[config.mk]
export PLATFORM = sky130hd
export DESIGN_NAME = mem_subsys
export DESIGN_NICKNAME = d
export VERILOG_FILES = /design/src/mcu_pkg.sv /design/src/mcu_ctrl.sv /design/src/mcu_load_path.sv /design/src/mcu_store_path.sv /design/src/mem_subsys.sv
export VERILOG_INCLUDE_DIRS = /design/src
export SDC_FILE = /design/constraint.sdc
export NUM_CORES = 1
export LEC_CHECK = 0
export BUFFER_PORTS_ARGS = -buffer_cell sky130_fd_sc_hd__buf_2
export CAP_MARGIN = 20
export CORE_UTILIZATION = 48
export DETAILED_ROUTE_END_ITERATION = 16
export PLACE_DENSITY = 0.76
export SLEW_MARGIN = 0
export SYNTH_ARGS = -nofsm -noshare
export SYNTH_HDL_FRONTEND = slang
export SYNTH_HIERARCHICAL = 1
export SYNTH_SLANG_ARGS = --single-unit
[constraint.sdc]
create_clock -name clk -period 5.4 [get_ports clk]
set_input_delay 1.62 -clock clk [delete_from_list [all_inputs] [get_ports clk]]
set_output_delay 1.62 -clock clk [all_outputs]
set_load 0.05 [all_outputs]
[src/mcu_macros.svh]
// Shared sizing defines for the vector memory subsystem
// Lane count, AXI stream width and vector-length field width

`ifndef MCU_MACROS_SVH
`define MCU_MACROS_SVH

// Number of vector lanes served per element group
`define MCU_LANES 4

// AXI stream data width, also used for addresses and burst sizes
`define MCU_BUS_W 32

// Vector-length field, up to 256 elements
`define MCU_VL_W 9

`endif

[src/mcu_pkg.sv]
// Package with the SEW type, the bus word views
// and the element size and word count helpers

`include "mcu_macros.svh"

package mcu_pkg;

  // Selected element width
  typedef enum logic [1:0] {
    SEW8  = 2'd0,
    SEW16 = 2'd1,
    SEW32 = 2'd2
  } sew_e;

  // One bus word, viewed by bytes, halfwords or as a plain word
  typedef union packed {
    logic [`MCU_BUS_W/8-1:0][7:0]   b;
    logic [`MCU_BUS_W/16-1:0][15:0] h;
    logic [`MCU_BUS_W-1:0]          w;
  } bus_word_u;

  // Element size in bytes
  function automatic logic [2:0] bytes_of(input sew_e sew);
    case (sew)
      SEW8:    return 3'd1;
      SEW16:   return 3'd2;
      default: return 3'd4;
    endcase
  endfunction

  // Bus words needed for vl elements, rounded up to whole words
  function automatic logic [`MCU_VL_W-1:0] words_of(input logic [`MCU_VL_W-1:0] vl,
                                                     input sew_e                sew);
    logic [`MCU_VL_W+2:0] nbytes;
    nbytes = vl * bytes_of(sew);
    return `MCU_VL_W'((nbytes + 3) >> 2);
  endfunction

endpackage

[src/mcu_ctrl.sv]
// Command handshake FSM, burst address and size setup,
// burst start pulses and completion tracking

`timescale 1ns/1ns
`include "mcu_macros.svh"

module mcu_ctrl (
  input  logic                  clk,
  input  logic                  ctrl_rstart,
  input  logic                  cmd_req_i,
  input  logic                  cmd_store_i,
  input  mcu_pkg::sew_e         cmd_sew_i,
  input  logic [`MCU_VL_W-1:0]  cmd_vl_i,
  input  logic [`MCU_BUS_W-1:0] cmd_base_addr_i,
  input  logic                  rd_done_i,
  input  logic                  wr_done_i,
  input  logic                  ld_done_i,
  input  logic                  st_done_i,
  output logic                  cmd_ack_o,
  output logic [`MCU_BUS_W-1:0] rd_addr_o,
  output logic [`MCU_BUS_W-1:0] rd_xfer_size_o,
  output logic                  rd_start_o,
  output logic [`MCU_BUS_W-1:0] wr_addr_o,
  output logic [`MCU_BUS_W-1:0] wr_xfer_size_o,
  output logic                  wr_start_o,
  output logic                  ld_start_o,
  output logic                  st_start_o,
  output mcu_pkg::sew_e         sew_o,
  output logic [`MCU_VL_W-1:0]  vl_o
);
  import mcu_pkg::*;

  typedef enum logic [1:0] {
    S_IDLE,
    S_BUSY,
    S_ACK
  } state_e;

  state_e                state_q;
  logic                  store_q;
  logic [`MCU_BUS_W-1:0] addr_q;
  logic [`MCU_BUS_W-1:0] size_q;
  logic                  bus_done_q;
  logic                  path_done_q;
  logic                  bus_done;
  logic                  path_done;
  logic                  accept;

  assign accept    = (state_q == S_IDLE) && cmd_req_i;
  // Either side may finish first, so keep both flags
  assign bus_done  = bus_done_q || (store_q ? wr_done_i : rd_done_i);
  assign path_done = path_done_q || (store_q ? st_done_i : ld_done_i);

  assign rd_addr_o      = addr_q;
  assign wr_addr_o      = addr_q;
  assign rd_xfer_size_o = size_q;
  assign wr_xfer_size_o = size_q;
  // Path start travels with the burst start
  assign ld_start_o     = rd_start_o;
  assign st_start_o     = wr_start_o;

  ////////////////////////////////////////////////////////////
  // Command capture
  ////////////////////////////////////////////////////////////
  always_ff @(posedge clk) begin
    if (accept) begin
      store_q <= cmd_store_i;
      sew_o   <= cmd_sew_i;
      vl_o    <= cmd_vl_i;
      addr_q  <= cmd_base_addr_i;
      size_q  <= `MCU_BUS_W'({words_of(cmd_vl_i, cmd_sew_i), 2'b00});
    end
  end

  ////////////////////////////////////////////////////////////
  // Handshake FSM
  ////////////////////////////////////////////////////////////
  always_ff @(posedge clk) begin
    if (ctrl_rstart) begin
      state_q     <= S_IDLE;
      cmd_ack_o   <= 1'b0;
      rd_start_o  <= 1'b0;
      wr_start_o  <= 1'b0;
      bus_done_q  <= 1'b0;
      path_done_q <= 1'b0;
    end else begin
      rd_start_o <= accept && !cmd_store_i;
      wr_start_o <= accept && cmd_store_i;
      case (state_q)
        S_IDLE: begin
          if (cmd_req_i) begin
            state_q     <= S_BUSY;
            bus_done_q  <= 1'b0;
            path_done_q <= 1'b0;
          end
        end
        S_BUSY: begin
          bus_done_q  <= bus_done;
          path_done_q <= path_done;
          if (bus_done && path_done) begin
            state_q   <= S_ACK;
            cmd_ack_o <= 1'b1;
          end
        end
        S_ACK: begin
          // Hold ack until the scheduler drops its request
          if (!cmd_req_i) begin
            state_q   <= S_IDLE;
            cmd_ack_o <= 1'b0;
          end
        end
        default: state_q <= S_IDLE;
      endcase
    end
  end

  a_start_pulse: assert property (@(posedge clk) disable iff (ctrl_rstart)
    (rd_start_o || wr_start_o) |=> !(rd_start_o || wr_start_o));

  a_ack_with_req: assert property (@(posedge clk) disable iff (ctrl_rstart)
    $rose(cmd_ack_o) |-> cmd_req_i);

endmodule

[src/mcu_load_path.sv]
// Load path: unpacks read stream words into four-lane
// element groups with lane mask and last flag

`timescale 1ns/1ns
`include "mcu_macros.svh"

module mcu_load_path (
  input  logic                              clk,
  input  logic                              ctrl_rstart,
  input  logic                              ld_start_i,
  input  mcu_pkg::sew_e                     sew_i,
  input  logic [`MCU_VL_W-1:0]              vl_i,
  input  logic [`MCU_BUS_W-1:0]             rd_tdata_i,
  input  logic                              rd_tvalid_i,
  input  logic                              rd_tlast_i,
  input  logic                              lane_ld_ready_i,
  output logic                              ld_done_o,
  output logic                              rd_tready_o,
  output logic [`MCU_LANES*`MCU_BUS_W-1:0]  lane_ld_data_o,
  output logic [`MCU_LANES-1:0]             lane_ld_mask_o,
  output logic                              lane_ld_valid_o,
  output logic                              lane_ld_last_o
);
  import mcu_pkg::*;

  localparam int CNT_W = `MCU_VL_W + 1;

  logic                  active_q;
  logic [CNT_W-1:0]      elem_q;
  logic [CNT_W-1:0]      elem_nxt;
  logic [CNT_W-1:0]      grp_base;
  logic [CNT_W-1:0]      vl_ext;
  logic [1:0]            slot;
  logic [2:0]            epw;
  logic                  rd_fire;
  logic                  ld_fire;
  logic                  grp_end;
  bus_word_u             word;
  logic [`MCU_BUS_W-1:0] grp_q [`MCU_LANES];

  // Elements per bus word
  always_comb begin
    case (sew_i)
      SEW8:    epw = 3'd4;
      SEW16:   epw = 3'd2;
      default: epw = 3'd1;
    endcase
  end

  // Words never straddle a group, so the slot is the low count bits
  assign slot     = elem_q[1:0];
  assign grp_base = {elem_q[CNT_W-1:2], 2'b00};
  assign vl_ext   = CNT_W'(vl_i);
  assign elem_nxt = elem_q + CNT_W'(epw);
  assign grp_end  = (elem_nxt[1:0] == 2'b00) || (elem_nxt >= vl_ext);

  assign word        = rd_tdata_i;
  assign rd_tready_o = active_q && !lane_ld_valid_o;
  assign rd_fire     = rd_tvalid_i && rd_tready_o;
  assign ld_fire     = lane_ld_valid_o && lane_ld_ready_i;

  ////////////////////////////////////////////////////////////
  // Element unpacking, lowest byte is the lowest element
  ////////////////////////////////////////////////////////////
  always_ff @(posedge clk) begin
    if (rd_fire) begin
      case (sew_i)
        SEW8: begin
          for (int k = 0; k < `MCU_BUS_W / 8; k++) begin
            grp_q[k] <= `MCU_BUS_W'(word.b[k]);
          end
        end
        SEW16: begin
          grp_q[slot]        <= `MCU_BUS_W'(word.h[0]);
          grp_q[slot + 2'd1] <= `MCU_BUS_W'(word.h[1]);
        end
        default: grp_q[slot] <= word.w;
      endcase
    end
  end

  // Group presentation and completion
  always_ff @(posedge clk) begin
    if (ctrl_rstart) begin
      active_q        <= 1'b0;
      elem_q          <= '0;
      lane_ld_valid_o <= 1'b0;
      lane_ld_last_o  <= 1'b0;
      lane_ld_mask_o  <= '0;
      ld_done_o       <= 1'b0;
    end else begin
      ld_done_o <= 1'b0;
      if (ld_start_i) begin
        active_q <= 1'b1;
        elem_q   <= '0;
      end else if (rd_fire) begin
        elem_q <= elem_nxt;
        if (grp_end) begin
          lane_ld_valid_o <= 1'b1;
          lane_ld_last_o  <= elem_nxt >= vl_ext;
          for (int k = 0; k < `MCU_LANES; k++) begin
            lane_ld_mask_o[k] <= (grp_base + CNT_W'(k)) < vl_ext;
          end
        end
      end
      if (ld_fire) begin
        lane_ld_valid_o <= 1'b0;
        if (lane_ld_last_o) begin
          active_q  <= 1'b0;
          ld_done_o <= 1'b1;
        end
      end
    end
  end

  // Padding lanes read as zero
  always_comb begin
    for (int k = 0; k < `MCU_LANES; k++) begin
      lane_ld_data_o[k*`MCU_BUS_W +: `MCU_BUS_W] = lane_ld_mask_o[k] ? grp_q[k] : '0;
    end
  end

  a_tlast_final: assert property (@(posedge clk) disable iff (ctrl_rstart)
    rd_fire |-> (rd_tlast_i == (elem_nxt >= vl_ext)));

endmodule

[src/mcu_store_path.sv]
// Store path: packs four-lane element groups into
// write stream words with zero padding past vl

`timescale 1ns/1ns
`include "mcu_macros.svh"

module mcu_store_path (
  input  logic                              clk,
  input  logic                              ctrl_rstart,
  input  logic                              st_start_i,
  input  mcu_pkg::sew_e                     sew_i,
  input  logic [`MCU_VL_W-1:0]              vl_i,
  input  logic [`MCU_LANES*`MCU_BUS_W-1:0]  lane_st_data_i,
  input  logic                              lane_st_valid_i,
  input  logic                              wr_tready_i,
  output logic                              st_done_o,
  output logic                              lane_st_ready_o,
  output logic [`MCU_BUS_W-1:0]             wr_tdata_o,
  output logic                              wr_tvalid_o
);
  import mcu_pkg::*;

  localparam int CNT_W = `MCU_VL_W + 1;

  logic                  active_q;
  logic                  pend_q;
  logic [1:0]            sub_q;
  logic [1:0]            last_sub;
  logic [`MCU_VL_W-1:0]  wcnt_q;
  logic [`MCU_VL_W-1:0]  total_w;
  logic [CNT_W-1:0]      gbase_q;
  logic [CNT_W-1:0]      vl_ext;
  logic                  lane_fire;
  logic                  wr_fire;
  bus_word_u             word;
  logic [`MCU_BUS_W-1:0] grp_q [`MCU_LANES];

  // Last word index within one group
  always_comb begin
    case (sew_i)
      SEW8:    last_sub = 2'd0;
      SEW16:   last_sub = 2'd1;
      default: last_sub = 2'd3;
    endcase
  end

  assign total_w         = words_of(vl_i, sew_i);
  assign vl_ext          = CNT_W'(vl_i);
  assign lane_st_ready_o = active_q && !pend_q;
  assign wr_tvalid_o     = pend_q;
  assign lane_fire       = lane_st_valid_i && lane_st_ready_o;
  assign wr_fire         = wr_tvalid_o && wr_tready_i;

  ////////////////////////////////////////////////////////////
  // Pack register
  ////////////////////////////////////////////////////////////
  always_ff @(posedge clk) begin
    if (lane_fire) begin
      for (int k = 0; k < `MCU_LANES; k++) begin
        grp_q[k] <= ((gbase_q + CNT_W'(k)) < vl_ext) ?
                    lane_st_data_i[k*`MCU_BUS_W +: `MCU_BUS_W] : '0;
      end
    end
  end

  // Word view of the current sub-word
  always_comb begin
    word = '0;
    case (sew_i)
      SEW8: begin
        for (int k = 0; k < `MCU_BUS_W / 8; k++) begin
          word.b[k] = grp_q[k][7:0];
        end
      end
      SEW16: begin
        for (int k = 0; k < `MCU_BUS_W / 16; k++) begin
          word.h[k] = grp_q[2 * sub_q + k][15:0];
        end
      end
      default: word.w = grp_q[sub_q];
    endcase
  end

  assign wr_tdata_o = word.w;

  // Group and word sequencing
  always_ff @(posedge clk) begin
    if (ctrl_rstart) begin
      active_q  <= 1'b0;
      pend_q    <= 1'b0;
      sub_q     <= 2'd0;
      wcnt_q    <= '0;
      gbase_q   <= '0;
      st_done_o <= 1'b0;
    end else begin
      st_done_o <= 1'b0;
      if (st_start_i) begin
        active_q <= 1'b1;
        wcnt_q   <= '0;
        gbase_q  <= '0;
      end
      if (lane_fire) begin
        pend_q  <= 1'b1;
        sub_q   <= 2'd0;
        gbase_q <= gbase_q + CNT_W'(`MCU_LANES);
      end
      if (wr_fire) begin
        wcnt_q <= wcnt_q + 1'b1;
        if (wcnt_q + 1'b1 == total_w) begin
          // Final word of the burst
          pend_q    <= 1'b0;
          active_q  <= 1'b0;
          st_done_o <= 1'b1;
        end else if (sub_q == last_sub) begin
          pend_q <= 1'b0;
        end else begin
          sub_q <= sub_q + 2'd1;
        end
      end
    end
  end

  a_wr_stable: assert property (@(posedge clk) disable iff (ctrl_rstart)
    (wr_tvalid_o && !wr_tready_i) |=> (wr_tvalid_o && $stable(wr_tdata_o)));

endmodule

[src/mem_subsys.sv]
// Vector memory subsystem top: controller, load path
// and store path

`timescale 1ns/1ns
`include "mcu_macros.svh"

module mem_subsys (
  input  logic                              clk,
  input  logic                              ctrl_rstart,
  // Scheduler command
  input  logic                              cmd_req_i,
  input  logic                              cmd_store_i,
  input  mcu_pkg::sew_e                     cmd_sew_i,
  input  logic [`MCU_VL_W-1:0]              cmd_vl_i,
  input  logic [`MCU_BUS_W-1:0]             cmd_base_addr_i,
  output logic                              cmd_ack_o,
  // AXI control, read channel
  output logic [`MCU_BUS_W-1:0]             rd_addr_o,
  output logic [`MCU_BUS_W-1:0]             rd_xfer_size_o,
  output logic                              rd_start_o,
  input  logic                              rd_done_i,
  input  logic [`MCU_BUS_W-1:0]             rd_tdata_i,
  input  logic                              rd_tvalid_i,
  input  logic                              rd_tlast_i,
  output logic                              rd_tready_o,
  // AXI control, write channel
  output logic [`MCU_BUS_W-1:0]             wr_addr_o,
  output logic [`MCU_BUS_W-1:0]             wr_xfer_size_o,
  output logic                              wr_start_o,
  input  logic                              wr_done_i,
  output logic [`MCU_BUS_W-1:0]             wr_tdata_o,
  output logic                              wr_tvalid_o,
  input  logic                              wr_tready_i,
  // Lanes
  input  logic [`MCU_LANES*`MCU_BUS_W-1:0]  lane_st_data_i,
  input  logic                              lane_st_valid_i,
  output logic                              lane_st_ready_o,
  output logic [`MCU_LANES*`MCU_BUS_W-1:0]  lane_ld_data_o,
  output logic [`MCU_LANES-1:0]             lane_ld_mask_o,
  output logic                              lane_ld_valid_o,
  output logic                              lane_ld_last_o,
  input  logic                              lane_ld_ready_i
);
  import mcu_pkg::*;

  logic                 ld_start;
  logic                 st_start;
  logic                 ld_done;
  logic                 st_done;
  sew_e                 sew;
  logic [`MCU_VL_W-1:0] vl;

  mcu_ctrl u_ctrl (
    .clk             (clk),
    .ctrl_rstart     (ctrl_rstart),
    .cmd_req_i       (cmd_req_i),
    .cmd_store_i     (cmd_store_i),
    .cmd_sew_i       (cmd_sew_i),
    .cmd_vl_i        (cmd_vl_i),
    .cmd_base_addr_i (cmd_base_addr_i),
    .rd_done_i       (rd_done_i),
    .wr_done_i       (wr_done_i),
    .ld_done_i       (ld_done),
    .st_done_i       (st_done),
    .cmd_ack_o       (cmd_ack_o),
    .rd_addr_o       (rd_addr_o),
    .rd_xfer_size_o  (rd_xfer_size_o),
    .rd_start_o      (rd_start_o),
    .wr_addr_o       (wr_addr_o),
    .wr_xfer_size_o  (wr_xfer_size_o),
    .wr_start_o      (wr_start_o),
    .ld_start_o      (ld_start),
    .st_start_o      (st_start),
    .sew_o           (sew),
    .vl_o            (vl)
  );

  mcu_load_path u_load_path (
    .clk             (clk),
    .ctrl_rstart     (ctrl_rstart),
    .ld_start_i      (ld_start),
    .sew_i           (sew),
    .vl_i            (vl),
    .rd_tdata_i      (rd_tdata_i),
    .rd_tvalid_i     (rd_tvalid_i),
    .rd_tlast_i      (rd_tlast_i),
    .lane_ld_ready_i (lane_ld_ready_i),
    .ld_done_o       (ld_done),
    .rd_tready_o     (rd_tready_o),
    .lane_ld_data_o  (lane_ld_data_o),
    .lane_ld_mask_o  (lane_ld_mask_o),
    .lane_ld_valid_o (lane_ld_valid_o),
    .lane_ld_last_o  (lane_ld_last_o)
  );

  mcu_store_path u_store_path (
    .clk             (clk),
    .ctrl_rstart     (ctrl_rstart),
    .st_start_i      (st_start),
    .sew_i           (sew),
    .vl_i            (vl),
    .lane_st_data_i  (lane_st_data_i),
    .lane_st_valid_i (lane_st_valid_i),
    .wr_tready_i     (wr_tready_i),
    .st_done_o       (st_done),
    .lane_st_ready_o (lane_st_ready_o),
    .wr_tdata_o      (wr_tdata_o),
    .wr_tvalid_o     (wr_tvalid_o)
  );

endmodule

# --- After elaboration in Yosys (flattened, before gate mapping) ---
# Memory sizes are Yosys's and may differ from the RTL's. A register that Yosys moved wholly into a read port is not among the register bits.
# Index checks and enable logic that the tools add are counted.
totals:
  regBits: 102
  ramBits: 256
  input_bits: 214
  out_inout_bits: 300
  mem_count: 2
memory_table:
  columns: ["name", "words", "width", "read_ports", "rd_ports_with_merged_regs", "wr", "line_no", "source"]
  rows:
  - ["u_load_path.grp_q", 4, 32, 4, 0, 4, "mcu_load_path.sv:39", "logic [`MCU_BUS_W-1:0] grp_q [`MCU_LANES];"]
  - ["u_store_path.grp_q", 4, 32, 7, 2, 4, "mcu_store_path.sv:36", "logic [`MCU_BUS_W-1:0] grp_q [`MCU_LANES];"]
classes:
  n_addsub: 14
  n_mul: 2
  n_lt_le_gt_ge: 9
  n_eq_ne: 9
  muxes: 66
  bitwise_logic: 4
  reduce_logical: 35
op_table:
  columns: ["op", "count"]
  rows:
  - ["$mux W32", 11]
  - ["$lt A10 B9 Y1", 8]
  - ["$pmux W32 S2", 1]
  - ["$reduce_or A32 Y1", 2]
  - ["$add A10 B2 Y10 const B", 4]
  - ["$mux W1", 30]
  - ["$add A11 B2 Y11 const B", 2]
  - ["$mul A9 B3 Y11", 2]
  - ["$mux W2", 11]
  - ["$add A10 B1 Y10 const B", 2]
  - ["$mux W10", 2]
  - ["$mux W9", 2]
  - ["$pmux W3 S2", 3]
  - ["$add A10 B3 Y10", 1]
  - ["$add A10 B3 Y10 const B", 1]
  - ["$ge A10 B9 Y1", 1]
  - ["$logic_and A1 B1 Y1", 10]
  - ["$reduce_or A2 Y1", 5]
  - ["$add A9 B1 Y9 const B", 1]
  - ["$eq A9 B9 Y1", 1]
  - ["$reduce_and A3 Y1", 3]
  - ["$logic_not A2 Y1", 4]
  - ["$reduce_bool A2 Y1", 4]
  - ["$add A2 B1 Y2 const B", 3]
  - ["14 further kinds", 25]

# --- Longest topological paths before layout ---
# Gate-level depths: netlist (run 1).
depth:
  depth_word: 8
  depth_mapped: 17
  mapped_depth_nobuf: 15

# --- Cells and area by module ---
# The synthesis (run 1) kept the hierarchy.
modules_own_cells:
  columns: ["mod", "instances", "cells_each", "area_per_inst_um2"]
  rows:
  - ["mcu_store_path", 1, 768, 8530.7]
  - ["mcu_load_path", 1, 716, 7302.0]
  - ["mcu_ctrl", 1, 268, 3349.5]

# --- Least setup slack after synthesis (run 1) ---
# Ideal clock, no wire load.
synth_timing:
  path_type: "in2reg"
  startpoint: "input lane_st_valid_i"
  endpoint: "register u_store_path.gbase_q[5]"
  setup_time_ns: 0.087
  t_arrival_ns: 5.696
  t_required_ns: 5.313
  path_slack_ns: -0.383
  path_stages: 5
  cell_sequence: "nand2_1 clkinv_1 nor2_1 a21oi_1 a211oi_1"
synth_via:
  elab_chain_cells: 2
  word_cells_on_any_way: 3
  cone_classes: "mux (1); reduce/logical (2)"
synth_rtl:
  columns: ["element", "line_no", "source"]
  rows:
  - ["from (decl)", "mem_subsys.sv:36", "input logic lane_st_valid_i,"]
  - ["$logic_and A1 B1 Y1 (*)", "mcu_store_path.sv:51", "assign lane_fire = lane_st_valid_i && lane_st_ready_o;"]
  - ["via u_store_path.lane_fire", "mcu_store_path.sv:33", "logic lane_fire;"]
  - ["$mux W10 or $reduce_bool A2 Y1 (tied branches)", null, null]
  - ["to (signal assigned)", "mcu_store_path.sv:105", "gbase_q <= gbase_q + CNT_W'(`MCU_LANES);"]
  - ["to (decl)", "mcu_store_path.sv:31", "logic [CNT_W-1:0] gbase_q;"]
# The timed path passes the listed nets; every way through them passes the cells marked *.
# A chain may end at the register's enable or synchronous reset.

==> key figures, run 1 <==
Status
  • Run status: complete, no violations

Synth
  • Synth area leaders: edfxtp_1 (38%), dfxtp_1 (12%), and2_1 (9.3%), ha_1 (4.9%), buf_4 (3.5%)
  • Synth Warn #: 6
  • Cell area after synthesis: between 0.015 and 0.02 sq mm
  • Number of synthesized flops with an enable pin: between 200 and 250
  • Synth unique cells: 78
  • Post-synth ARST share: 0%
  • Post-synthesis sequential area ratio: between 40% and 50%
  • Post-synth top area cell: edfxtp_1
  • Syn Area/Cell: between 10 and 15 sq um
  • Yosys reg bits: 356
  • Post-Syn Instances: 1752
  • Synth Flop Type: edfxtp_1
  • Share of the synthesized area in the top cell type: between 30% and 40%

Timing
  • Final Hold Viols: 0
  • Max transition margin: 30.8%
  • RSZ-0062 raised after global routing: false
  • Max Clock Skew: roughly 0.019 ns
  • Fin Setup TNS: 0 ns
  • Final setup viols: 0
  • Worst slew pin tran: roughly 1.0 ns
  • F_max: roughly 220 MHz
  • Period minus WS final: 4.48 ns
  • Final period util: between 80% and 90%
  • Final Max Slew Viols: 0

Critical path
  • CP required: 3.78 ns
  • Worst r2r path cells: 17
  • Startpoint Class: register
  • WP data arrival: roughly 2.9 ns
  • Worst Setup Path Type: reg2out
  • Critical path endpoint category: primary output
  • Crit Path Max Fanout: 23

Min path
  • Worst Hold Class: reg2reg
  • Hold depth: 1

Detailed routing
  • Remaining antenna violation count after routing: 0
  • Drt pass-1 iters: 6
  • Routed WL: approximately 53000 microns
  • Via-per-instance ratio: 5.50
  • DRC violations left: 0
  • Average wire per standard cell: just under 20 microns
  • Via count: approximately 15000
  • DR iter-0 viols: roughly 1000

Die
  • Total die area: roughly 0.04 sq mm
  • Row count: just over 70
  • Io pins: between 500 and 600
  • Die X: 202 microns
  • Die H: 202 microns
  • Starting Density: about half
  • Placeable Area: a little under 0.04 sq mm

Final layout
  • Layout cells sized above 1: 28.9%
  • Core Util, Final: 58.8%
  • Nets: roughly 2500
  • Area Growth Syn to Fin: 19.6%

Power and ir drop
  • Cell Pwr Density: 292 mW/mm^2
  • Pleak: 9.81 nW
  • Worst-case vdd ir drop: between 0.2 and 0.25 mV

Global routing
  • Largest net degree at the start of global routing: 75
  • Total GRT Usage: around 25%
  • Vias in the first global route: 14600
  • Total global routing overflow: 0
  • Initial antenna violation count: 4
  • Global-route wire length before repair: 81100 microns

Clock network
  • CTS tree: yes
  • Clk_lat worst skew: around 0.56 ns
  • Hold Buf Count CTS: 0
  • Post-CTS setup buffers: 0
  • Reg clk slew, reported paths: approximately 0.06 ns
  • Deepest clock path buffer count: 3
  • Clock sink count: about 360
  • H-tree depth: 2
  • # resized after CTS: 0
  • Clock root buffer: clkbuf_16
  • CTS Buf Count: 39

Placement
  • Gpl congestion: ~0.88
  • Port buffer count: 466
  • DP HPWL: ~39000 microns

Job
  • Max-cap violations: 0
-- cell usage after synthesis (12+ instances only) --
library cell / number
nand2_1: 135
nand3_1: 32
a32oi_1: 24
nor2_1: 80
dfxtp_1: 111
ha_1: 75
nor2b_1: 19
mux2_2: 16
xnor2_1: 34
a21oi_1: 62
o21a_1: 14
a22oi_1: 16
inv_1: 41
and2_1: 284
a32o_1: 24
buf_2: 16
xor2_1: 12
mux2i_1: 46
mux4_2: 16
o21ai_0: 86
edfxtp_1: 245
nor3_1: 19
fa_1: 17
a22o_1: 32
buf_4: 90
clkbuf_1: 79
-- stage by stage --
stage / instance area (sq um) / cells / total power, W / hold WS, ns / setup slack (ns)
CTS: 22900 / 2693 / 0.00674 / 0.457 / 0.745
finish: 22900 / 2697 / 0.00670 / 0.456 / 0.917
global placement: 21500 / 2619 / 0.00398 / 0.438 / 0.659
global route: 22900 / 2697 / 0.00692 / 0.472 / 0.616
detailed placement: 21600 / 2621 / 0.00400 / 0.446 / 0.661
floorplan: 19400 / 1797 / 0.00378 / 0.432 / 0.827
-- metal layers --
layer / global-route usage [%] / vias to the layer above / part of all wire [%]
li1: - / 6904 / -
met1: 32.3 / 7116 / 40
met2: 43.7 / 709 / 49
met3: 4.06 / 108 / 7.1
met4: 9.60 / 6 / 3.2
met5: 0 / - / 0.064
-- power breakdown --
part	leakage [nW]	internal (W)	switching [W]	total [W]
Clock	0.647	0.00164	0.00110	0.00274
Sequential	3.19	0.00299	0.0000405	0.00303
Combinational	5.98	0.000277	0.000651	0.000928
-- layout by cell type (no fill, tap or decap), types with 30 or more instances in the layout --
master and n:
buf_2 466, and2_1 283, edfxtp_1 245, nand2_1 135, dfxtp_1 109, o21ai_0 85
nor2_1 78, ha_1 75, a21oi_1 62, conb_1 46, mux2i_1 46, clkbuf_16 40
inv_1 40, xnor2_1 34, nand3_1 32, a22o_1 32, buf_4 30
-- flip-flops by register name, indices dropped and copies added, names as in the netlist, 2 cells and up --
signal / count
u_store_path/gbase_q: 8
u_ctrl/state_q: 2
u_ctrl/rd_addr_o: 32
u_ctrl/sew_o: 2
u_store_path/grp_q: 128
u_load_path/grp_q: 128
u_store_path/wcnt_q: 9
u_load_path/lane_ld_mask_o: 4
u_ctrl/vl_o: 9
u_ctrl/rd_xfer_size_o: 9
u_load_path/elem_q: 10
u_store_path/sub_q: 2
-- layout make-up --
class,count,area [sq um]
clock buffers,49,1060
repair buffers,501,2660
well taps,518,648
inverters,42,160
fillers,3213,16100
flip-flops and latches,356,9580
clock inverters,23,253
multi-input cells,1207,8580
diodes,1,2.50
-- worst max-delay path, stage by stage, from the launching register on --
cell     delay [ns]
dfxtp_2        0.76
buf_4          0.48
a21oi_1        0.06
or2_2          0.41
a22oi_1        0.17
o21ai_0        0.15
buf_2          0.26
-- kinds of logic (layout without fill, tap and decap cells) --
| kind of cell | count (synthesis) | in the layout | synth area share (%) |
|---|---|---|---|
| simple gates | 623 | 623 | 17.5 |
| flops | 356 | 356 | 49.9 |
| compound gates | 318 | 318 | 11.8 |
| buf+inv | 234 | 615 | 6.44 |
| fa+ha+maj | 92 | 92 | 6.67 |
| mux | 82 | 82 | 5.51 |
| xor+xnor | 46 | 46 | 2.10 |
| other cells | 1 | 47 | 0.0195 |
-- path summary, 6_finish.rpt --
path / startpoint / slack [ns] / endpoint
setup reg to reg: u_ctrl/sew_o[0]$_DFFE_PP_ / 1.11 / u_store_path/active_q$_SDFF_PP0_
setup / recovery: u_store_path/sub_q[0]$_SDFF_PP0_ / 0.92 / wr_tdata_o[2]
hold reg to reg: u_load_path/grp_q[1][31]$_SDFFE_PP0P_ / 0.46 / u_load_path/grp_q[1][31]$_SDFFE_PP0P_
hold / removal: u_load_path/grp_q[1][31]$_SDFFE_PP0P_ / 0.46 / u_load_path/grp_q[1][31]$_SDFFE_PP0P_
No activity file was read; power rests on OpenSTA's default activity.
==> run 2: changes to the inputs <==
==> constraint.sdc (replaced) <==
create_clock -name clk -period 4.1 [get_ports clk]
set_input_delay 1.23 -clock clk [delete_from_list [all_inputs] [get_ports clk]]
set_output_delay 1.23 -clock clk [all_outputs]
set_load 0.05 [all_outputs]
==> key figures, run 2 (same netlist as run 1, synthesis figures left out) <==
Status
  • Run status: complete, no violations (unchanged)

Timing
  • Worst slew pin tran: 1.01 ns (was 1.04 ns)
  • Final period util: ~95%
  • Period minus WS final: ~3.9 ns
  • Max transition margin: 32.7% (was 30.8%)
  • Max Clock Skew: 0.0112 ns (was 0.0186 ns)
  • Final setup viols: 0 (unchanged)
  • Final Hold Viols: 0 (unchanged)
  • Final Max Slew Viols: 0 (unchanged)
  • F_max: around 260 MHz
  • RSZ-0062 raised after global routing: true (was false)
  • Setup slack after layout: 0.201 ns (was 0.917 ns)

Final layout
  • Area Growth Syn to Fin: 20.2% (was 19.6%)
  • Fillers: 3141 (was 3213)
  • Commonest non-fill, non-tap cell in the layout: buf_2 (unchanged)
  • Layout cells sized above 1: 29.9% (was 28.9%)
  • Nets: 2474 (was 2453)
  • Core Util, Final: 59.1% (was 58.8%)
  • Most frequent cells in the layout: buf_2 (465), and2_1 (283), edfxtp_1 (245), nand2_1 (134), dfxtp_1 (109) (was buf_2 (466), and2_1 (283), edfxtp_1 (245), nand2_1 (135), dfxtp_1 (109))

Clock network
  • Hold Buf Count CTS: 0 (unchanged)
  • Clock sink count: 356 (unchanged)
  • Reg clk slew, reported paths: 0.06 ns (about the same)
  • CTS Buf Count: 38 (was 39)
  • Deepest clock path buffer count: 3 (unchanged)
  • CTS tree: yes (unchanged)
  • H-tree depth: 2 (unchanged)
  • Clock root buffer: clkbuf_16 (unchanged)
  • Clk_lat worst skew: 0.56 ns (about the same)

Min path
  • Min-Delay Endpoint: u_load_path/grp_q[0][25]$_SDFFE_PP0P_ (was u_load_path/grp_q[1][31]$_SDFFE_PP0P_)
  • Hold wc startpoint: u_load_path/grp_q[0][25]$_SDFFE_PP0P_ (was u_load_path/grp_q[1][31]$_SDFFE_PP0P_)
  • Hold depth: 1 (unchanged)
  • Worst Hold Class: reg2reg (unchanged)

Critical path
  • Crit Path Max Fanout: 6 (was 23)
  • WP data arrival: 4.30 ns (was 2.86 ns)
  • Cells along the critical path: nor2b_2 -> inv_1 -> nor2_1 -> fa_1 -> ha_1 -> ha_1 -> nor2b_1 -> o21a_1 -> a311o_1 -> o31ai_4 -> xnor2_1 -> nor4_4 -> and4b_2 -> nor3_1 (was buf_4 -> a21oi_1 -> or2_2 -> a22oi_1 -> o21ai_0 -> buf_2)
  • Reg2Reg Capture Point: u_store_path/wr_tvalid_o$_SDFF_PP0_ (was u_store_path/active_q$_SDFF_PP0_)
  • Crit-path slowest cell: edfxtp_1 (was dfxtp_2)
  • CP required: 4.51 ns (was 3.78 ns)
  • Startpoint Class: register (unchanged)
  • CP top delay family: simple AND/OR/NAND/NOR gates (was flip-flops)
  • Worst r2r path cells: 14 (was 17)
  • Critical path endpoint category: register (was primary output)
  • R2R setup slack: 0.20 ns (was 1.11 ns)
  • WP buf/inv: 1 (was 2)
  • R2r startpoint: u_ctrl/sew_o[1]$_DFFE_PP_ (was u_ctrl/sew_o[0]$_DFFE_PP_)
  • Worst path most repeated cell: ha_1
  • Worst Setup Path Type: reg2reg (was reg2out)
  • Slowest cell delay on critical path: 0.50 ns (was 0.76 ns)

Die
  • Starting Density: 49.2% (unchanged)
  • Row count: 72 (unchanged)
  • Die X: 202 microns (unchanged)
  • Io pins: 514 (unchanged)
  • Die H: 202 microns (unchanged)
  • Total die area: 0.0408 sq mm (unchanged)
  • Placeable Area: 0.0390 sq mm (unchanged)

Placement
  • DP HPWL: 39000 microns (was 38900 microns)
  • Pre-CTS setup slack: -0.180 ns (was 0.661 ns)
  • Port buffer count: 466 (unchanged)
  • Gpl congestion: 0.915 (was 0.875)

Global routing
  • Vias in the first global route: 14300 (was 14600)
  • Met1 GRT Util: 31.8% (was 32.3%)
  • GR peak layer: met2 (unchanged)
  • Global-route wire length before repair: 80100 microns (was 81100 microns)
  • Total global routing overflow: 0 (unchanged)
  • Total GRT Usage: 25.2% (was 25.5%)
  • Met2 Usage GRT: 43.8% (was 43.7%)
  • Largest net degree at the start of global routing: 65 (was 75)
  • Initial antenna violation count: 1 (was 4)
  • Grt met3 use: 4.42% (was 4.06%)

Power and ir drop
  • Total power: 0.00863 W (was 0.00670 W)
  • Worst-case vdd ir drop: 0.318 mV (was 0.238 mV)
  • Cell Pwr Density: 374 mW/mm^2 (was 292 mW/mm^2)
  • Pleak: 9.87 nW (was 9.81 nW)

Detailed routing
  • Average wire per standard cell: 19.3 microns (was 19.7 microns)
  • DRC violations left: 0 (unchanged)
  • Via-per-instance ratio: 5.47 (was 5.50)
  • Remaining antenna violation count after routing: 0 (unchanged)
  • Drt pass-1 iters: 5 (was 6)
  • DR iter-0 viols: 1037 (was 1022)
  • Routed WL: 52500 microns (was 53100 microns)
  • Via count: 14900 (was 14800)

Job
  • Max-cap violations: 0 (unchanged)
run 2: changes by cell type in the layout (fill, tap and decap cells not counted), sizes merged:
cell,previous run,this run
buf,501,523
bufinv,5,2
clkbuf,49,55
clkinv,15,10
run 2: cell type report:
class,count,area [sq um],share of cell area (%)
inverters,42,160,0.694
clock buffers,55,1070,4.62
multi-input cells,1207,8640,37.4
diodes,1,2.50,0.0108
flip-flops and latches,356,9580,41.5
repair buffers,523,2820,12.2
well taps,518,648,2.81
clock inverters,15,146,0.635
run 2: metrics by stage:
step	area (sq um)	std cells	setup TNS (ns)	hold WS (ns)
global route	23100	2717	-0.0347	0.467
floorplan	19400	1797	0	0.432
global placement	21800	2644	-0.174	0.438
finish	23100	2717	0	0.458
CTS	23000	2714	0	0.457
detailed placement	21800	2644	-0.275	0.447
run 2: repair_timing:
item / in CTS / in global routing
pin swaps: 0 / 5
buffers inserted: 0 / 2
gates resized for setup: 1 / 12
setup endpoints to repair: 5 / 16
gates cloned: 0 / 0
run 2: routing by layer:
layer / wire, microns / up-vias
met5: 0 / -
met4: 1430 / 0
met2: 26100 / 740
met3: 4020 / 104
met1: 21000 / 7085
li1: - / 6940
run 2: report_power, final:
part	switching (W)	total, W	internal (W)
Clock	0.00143	0.00338	0.00195
Sequential	0.0000522	0.00398	0.00393
Combinational	0.000869	0.00126	0.000388
run 2: worst max-delay path by stage:
stage / start / end / slack, ns / cells past startpoint
after detailed placement: cmd_sew_i[0] / u_ctrl/rd_xfer_size_o[9]$_DFFE_PP_ / -0.18 / 11
final: u_ctrl/sew_o[1]$_DFFE_PP_ / u_store_path/wr_tvalid_o$_SDFF_PP0_ / 0.20 / 14
after floorplan: cmd_sew_i[1] / u_ctrl/rd_xfer_size_o[9]$_DFFE_PP_ / 0.001 / 11
after global routing: u_ctrl/sew_o[1]$_DFFE_PP_ / u_store_path/wr_tvalid_o$_SDFF_PP0_ / -0.02 / 16
after global placement: cmd_sew_i[0] / u_ctrl/rd_xfer_size_o[9]$_DFFE_PP_ / -0.17 / 11
after CTS: u_ctrl/sew_o[1]$_DFFE_PP_ / wr_tdata_o[14] / 0.07 / 6
==> run 3: changes to the inputs <==
--- a/config.mk
+++ b/config.mk
@@ -10,7 +10,9 @@
 export CAP_MARGIN = 20
 export CORE_UTILIZATION = 48
 export DETAILED_ROUTE_END_ITERATION = 16
-export PLACE_DENSITY = 0.76
+export MAX_ROUTING_LAYER = met4
+export PLACE_DENSITY = 0.73
+export SETUP_SLACK_MARGIN = 0.5
 export SLEW_MARGIN = 0
 export SYNTH_ARGS = -nofsm -noshare
 export SYNTH_HDL_FRONTEND = slang
==> constraint.sdc (replaced) <==
create_clock -name clk -period 4.98 [get_ports clk]
set_input_delay 1.494 -clock clk [delete_from_list [all_inputs] [get_ports clk]]
set_output_delay 1.494 -clock clk [all_outputs]
set_load 0.05 [all_outputs]
==> key figures, run 3 (same netlist as run 1, synthesis figures left out) <==
Clock network
  • CTS tree: yes (unchanged)
  • Clock root buffer: clkbuf_16 (unchanged)
  • Reg clk slew, reported paths: 0.06 ns (about the same)
  • H-tree depth: 2 (unchanged)
  • Clock sink count: 356 (unchanged)
  • Clk_lat worst skew: 0.55 ns (was 0.56 ns)
  • Hold Buf Count CTS: 0 (unchanged)
  • Deepest clock path buffer count: 3 (unchanged)
  • CTS Buf Count: 40 (was 38)

Power and ir drop
  • Sw Pwr: 0.00195 W (was 0.00236 W)
  • Pleak: 9.81 nW (was 9.87 nW)
  • Int Pwr: 0.00528 W (was 0.00627 W)
  • Logic pwr share: 13.9% (was 14.6%)
  • Switching Fraction: 27.0% (was 27.3%)
  • Power share of the sequential group: 45.3% (was 46.2%)
  • Worst-case vdd ir drop: 0.252 mV (was 0.318 mV)
  • Clock power share: 40.8% (was 39.2%)
  • Cell Pwr Density: 315 mW/mm^2 (was 374 mW/mm^2)

Final layout
  • Final instance area: 0.0230 sq mm (was 0.0231 sq mm)
  • Area Growth Syn to Fin: 19.8% (was 20.2%)
  • Area of the multi-input gates: 0.00858 sq mm (was 0.00864 sq mm)
  • Core Util, Final: 58.9% (was 59.1%)
  • Layout cells sized above 1: 29.1% (was 29.9%)
  • Commonest non-fill, non-tap cell in the layout: buf_2 (unchanged)
  • Nets: 2455 (was 2474)
  • Fillers: 3204 (was 3141)
  • Most frequent cells in the layout: buf_2 (466), and2_1 (283), edfxtp_1 (245), nand2_1 (134), dfxtp_1 (109) (was buf_2 (465), and2_1 (283), edfxtp_1 (245), nand2_1 (134), dfxtp_1 (109))
  • Reg area: 0.00958 sq mm (about the same)

Die
  • Total die area: 0.0408 sq mm (unchanged)
  • Io pins: 514 (unchanged)
  • Placeable Area: 0.0390 sq mm (unchanged)
  • Die X: 202 microns (unchanged)
  • Die H: 202 microns (unchanged)
  • Row count: 72 (unchanged)
  • Starting Density: 49.2% (unchanged)

Status
  • Run status: complete, no violations (unchanged)

Timing
  • Period minus WS final: 4.24 ns (was 3.90 ns)
  • Max Clock Skew: 0.00916 ns (was 0.0112 ns)
  • Final Max Slew Viols: 0 (unchanged)
  • Final Hold Viols: 0 (unchanged)
  • RSZ-0062 raised after global routing: false (was true)
  • Final period util: 85.2% (was 95.1%)
  • Worst slew pin tran: 0.979 ns (was 1.01 ns)
  • Setup slack after layout: 0.739 ns (was 0.201 ns)
  • Fin Setup TNS: 0 ns (unchanged)
  • Max transition margin: 34.6% (was 32.7%)
  • F_max: 236 MHz (was 256 MHz)
  • Final setup viols: 0 (unchanged)

Placement
  • Gpl congestion: 0.902 (was 0.915)
  • DP HPWL: 39100 microns (was 39000 microns)
  • Port buffer count: 466 (unchanged)
  • Dpl cell area: 0.0216 sq mm (was 0.0218 sq mm)
  • Pre-CTS setup slack: 0.385 ns (was -0.180 ns)

Detailed routing
  • Via count: 14800 (was 14900)
  • DR iter-0 viols: 1134 (was 1037)
  • DRC violations left: 0 (unchanged)
  • Drt pass-1 iters: 5 (unchanged)
  • Routed WL: 52800 microns (was 52500 microns)
  • Via-per-instance ratio: 5.46 (was 5.47)
  • Average wire per standard cell: 19.5 microns (was 19.3 microns)
  • Remaining antenna violation count after routing: 0 (unchanged)

Min path
  • Worst Hold Class: reg2reg (unchanged)

Job
  • Max-cap violations: 0 (unchanged)

Global routing
  • Vias in the first global route: 14400 (was 14300)
  • Largest net degree at the start of global routing: 69 (was 65)
  • Total global routing overflow: 0 (unchanged)
  • Global-route wire length before repair: 80200 microns (was 80100 microns)
  • Total GRT Usage: 26.0% (was 25.2%)
  • Initial antenna violation count: 5 (was 1)

Critical path
  • CP required: 5.38 ns (was 4.51 ns)
  • Crit-path slowest cell: edfxtp_1 (unchanged)
  • WP data arrival: 4.64 ns (was 4.30 ns)
  • Crit Path Max Fanout: 8 (was 6)
  • Critical path endpoint category: register (unchanged)
  • Worst Setup Path Type: reg2reg (unchanged)
  • Cells along the critical path: nor2b_1 -> buf_4 -> inv_1 -> nor2_1 -> fa_1 -> ha_1 -> ha_1 -> nor2b_1 -> o21a_1 -> a311o_1 -> o31ai_4 -> xnor2_1 -> nor4_4 -> and4b_1 -> nor3_1 (was nor2b_2 -> inv_1 -> nor2_1 -> fa_1 -> ha_1 -> ha_1 -> nor2b_1 -> o21a_1 -> a311o_1 -> o31ai_4 -> xnor2_1 -> nor4_4 -> and4b_2 -> nor3_1)
  • Startpoint Class: register (unchanged)
  • Slowest cell delay on critical path: 0.49 ns (was 0.50 ns)
[run 3: worst max-delay path: cells and delay by family, from the launching register on]
family | cells | cell delay, ns
xor gates and xnor gates | 1 | 0.16
AOI/OAI and AO/OA | 3 | 0.78
and+or+nand+nor | 6 | 1.18
adders and majority gates | 3 | 1.18
buffers and inverters | 2 | 0.33
DFF | 1 | 0.49
[run 3: metal layers]
layer  vias to the layer above  track usage [%]  share of wire (%)
met5                         -                -                  0
met3                       121             4.56                7.4
met1                      7069             32.0                 40
li1                       6905                -                  -
met4                         0             9.39                3.2
met2                       671             42.9                 49
[run 3: repair_timing]
item,CTS,global route
resized for setup,1,3
pin swaps,0,0
setup buffers,0,0
hold endpoints to repair,0,0
endpoints found under the setup margin,1,13
[run 3: final timing paths]
| check | slack [ns] | start | cells past startpoint | endpoint |
|---|---|---|---|---|
| setup / recovery | 0.74 | u_ctrl/sew_o[0]$_DFFE_PP_ | 15 | u_store_path/wr_tvalid_o$_SDFF_PP0_ |
| hold / removal | 0.45 | u_load_path/grp_q[3][27]$_SDFFE_PP0P_ | 2 | u_load_path/grp_q[3][27]$_SDFFE_PP0P_ |
| setup reg to reg | 0.74 | u_ctrl/sew_o[0]$_DFFE_PP_ | 15 | u_store_path/wr_tvalid_o$_SDFF_PP0_ |
| hold reg to reg | 0.45 | u_load_path/grp_q[3][27]$_SDFFE_PP0P_ | 2 | u_load_path/grp_q[3][27]$_SDFFE_PP0P_ |
[run 3: power by group through the flow]
stage | registers, W | logic [W] | clock network [W]
after floorplan | 0.00342 | 0.000674 | 0
after global placement | 0.00334 | 0.000975 | 0
after detailed placement | 0.00334 | 0.000995 | 0
after CTS | 0.00328 | 0.00100 | 0.00299
after global routing | 0.00329 | 0.00107 | 0.00310
final | 0.00328 | 0.00101 | 0.00295
[run 3: metrics by stage]
step                cells  power (W)  hold slack (ns)
floorplan            1797    0.00409            0.432
global route         2702    0.00746            0.469
CTS                  2694    0.00727            0.454
global placement     2620    0.00432            0.439
finish               2702    0.00724            0.452
detailed placement   2622    0.00434            0.446
[run 3: layout make-up]
class                           instances  area share [%]
Antenna cell                            5          0.0544
Clock buffer                           53            4.88
Clock inverter                         19           0.828
Inverter                               42           0.697
Multi-Input combinational cell       1207            37.3
Sequential cell                       356            41.7
Tap cell                              518            2.82
Timing Repair Buffer                  502            11.7
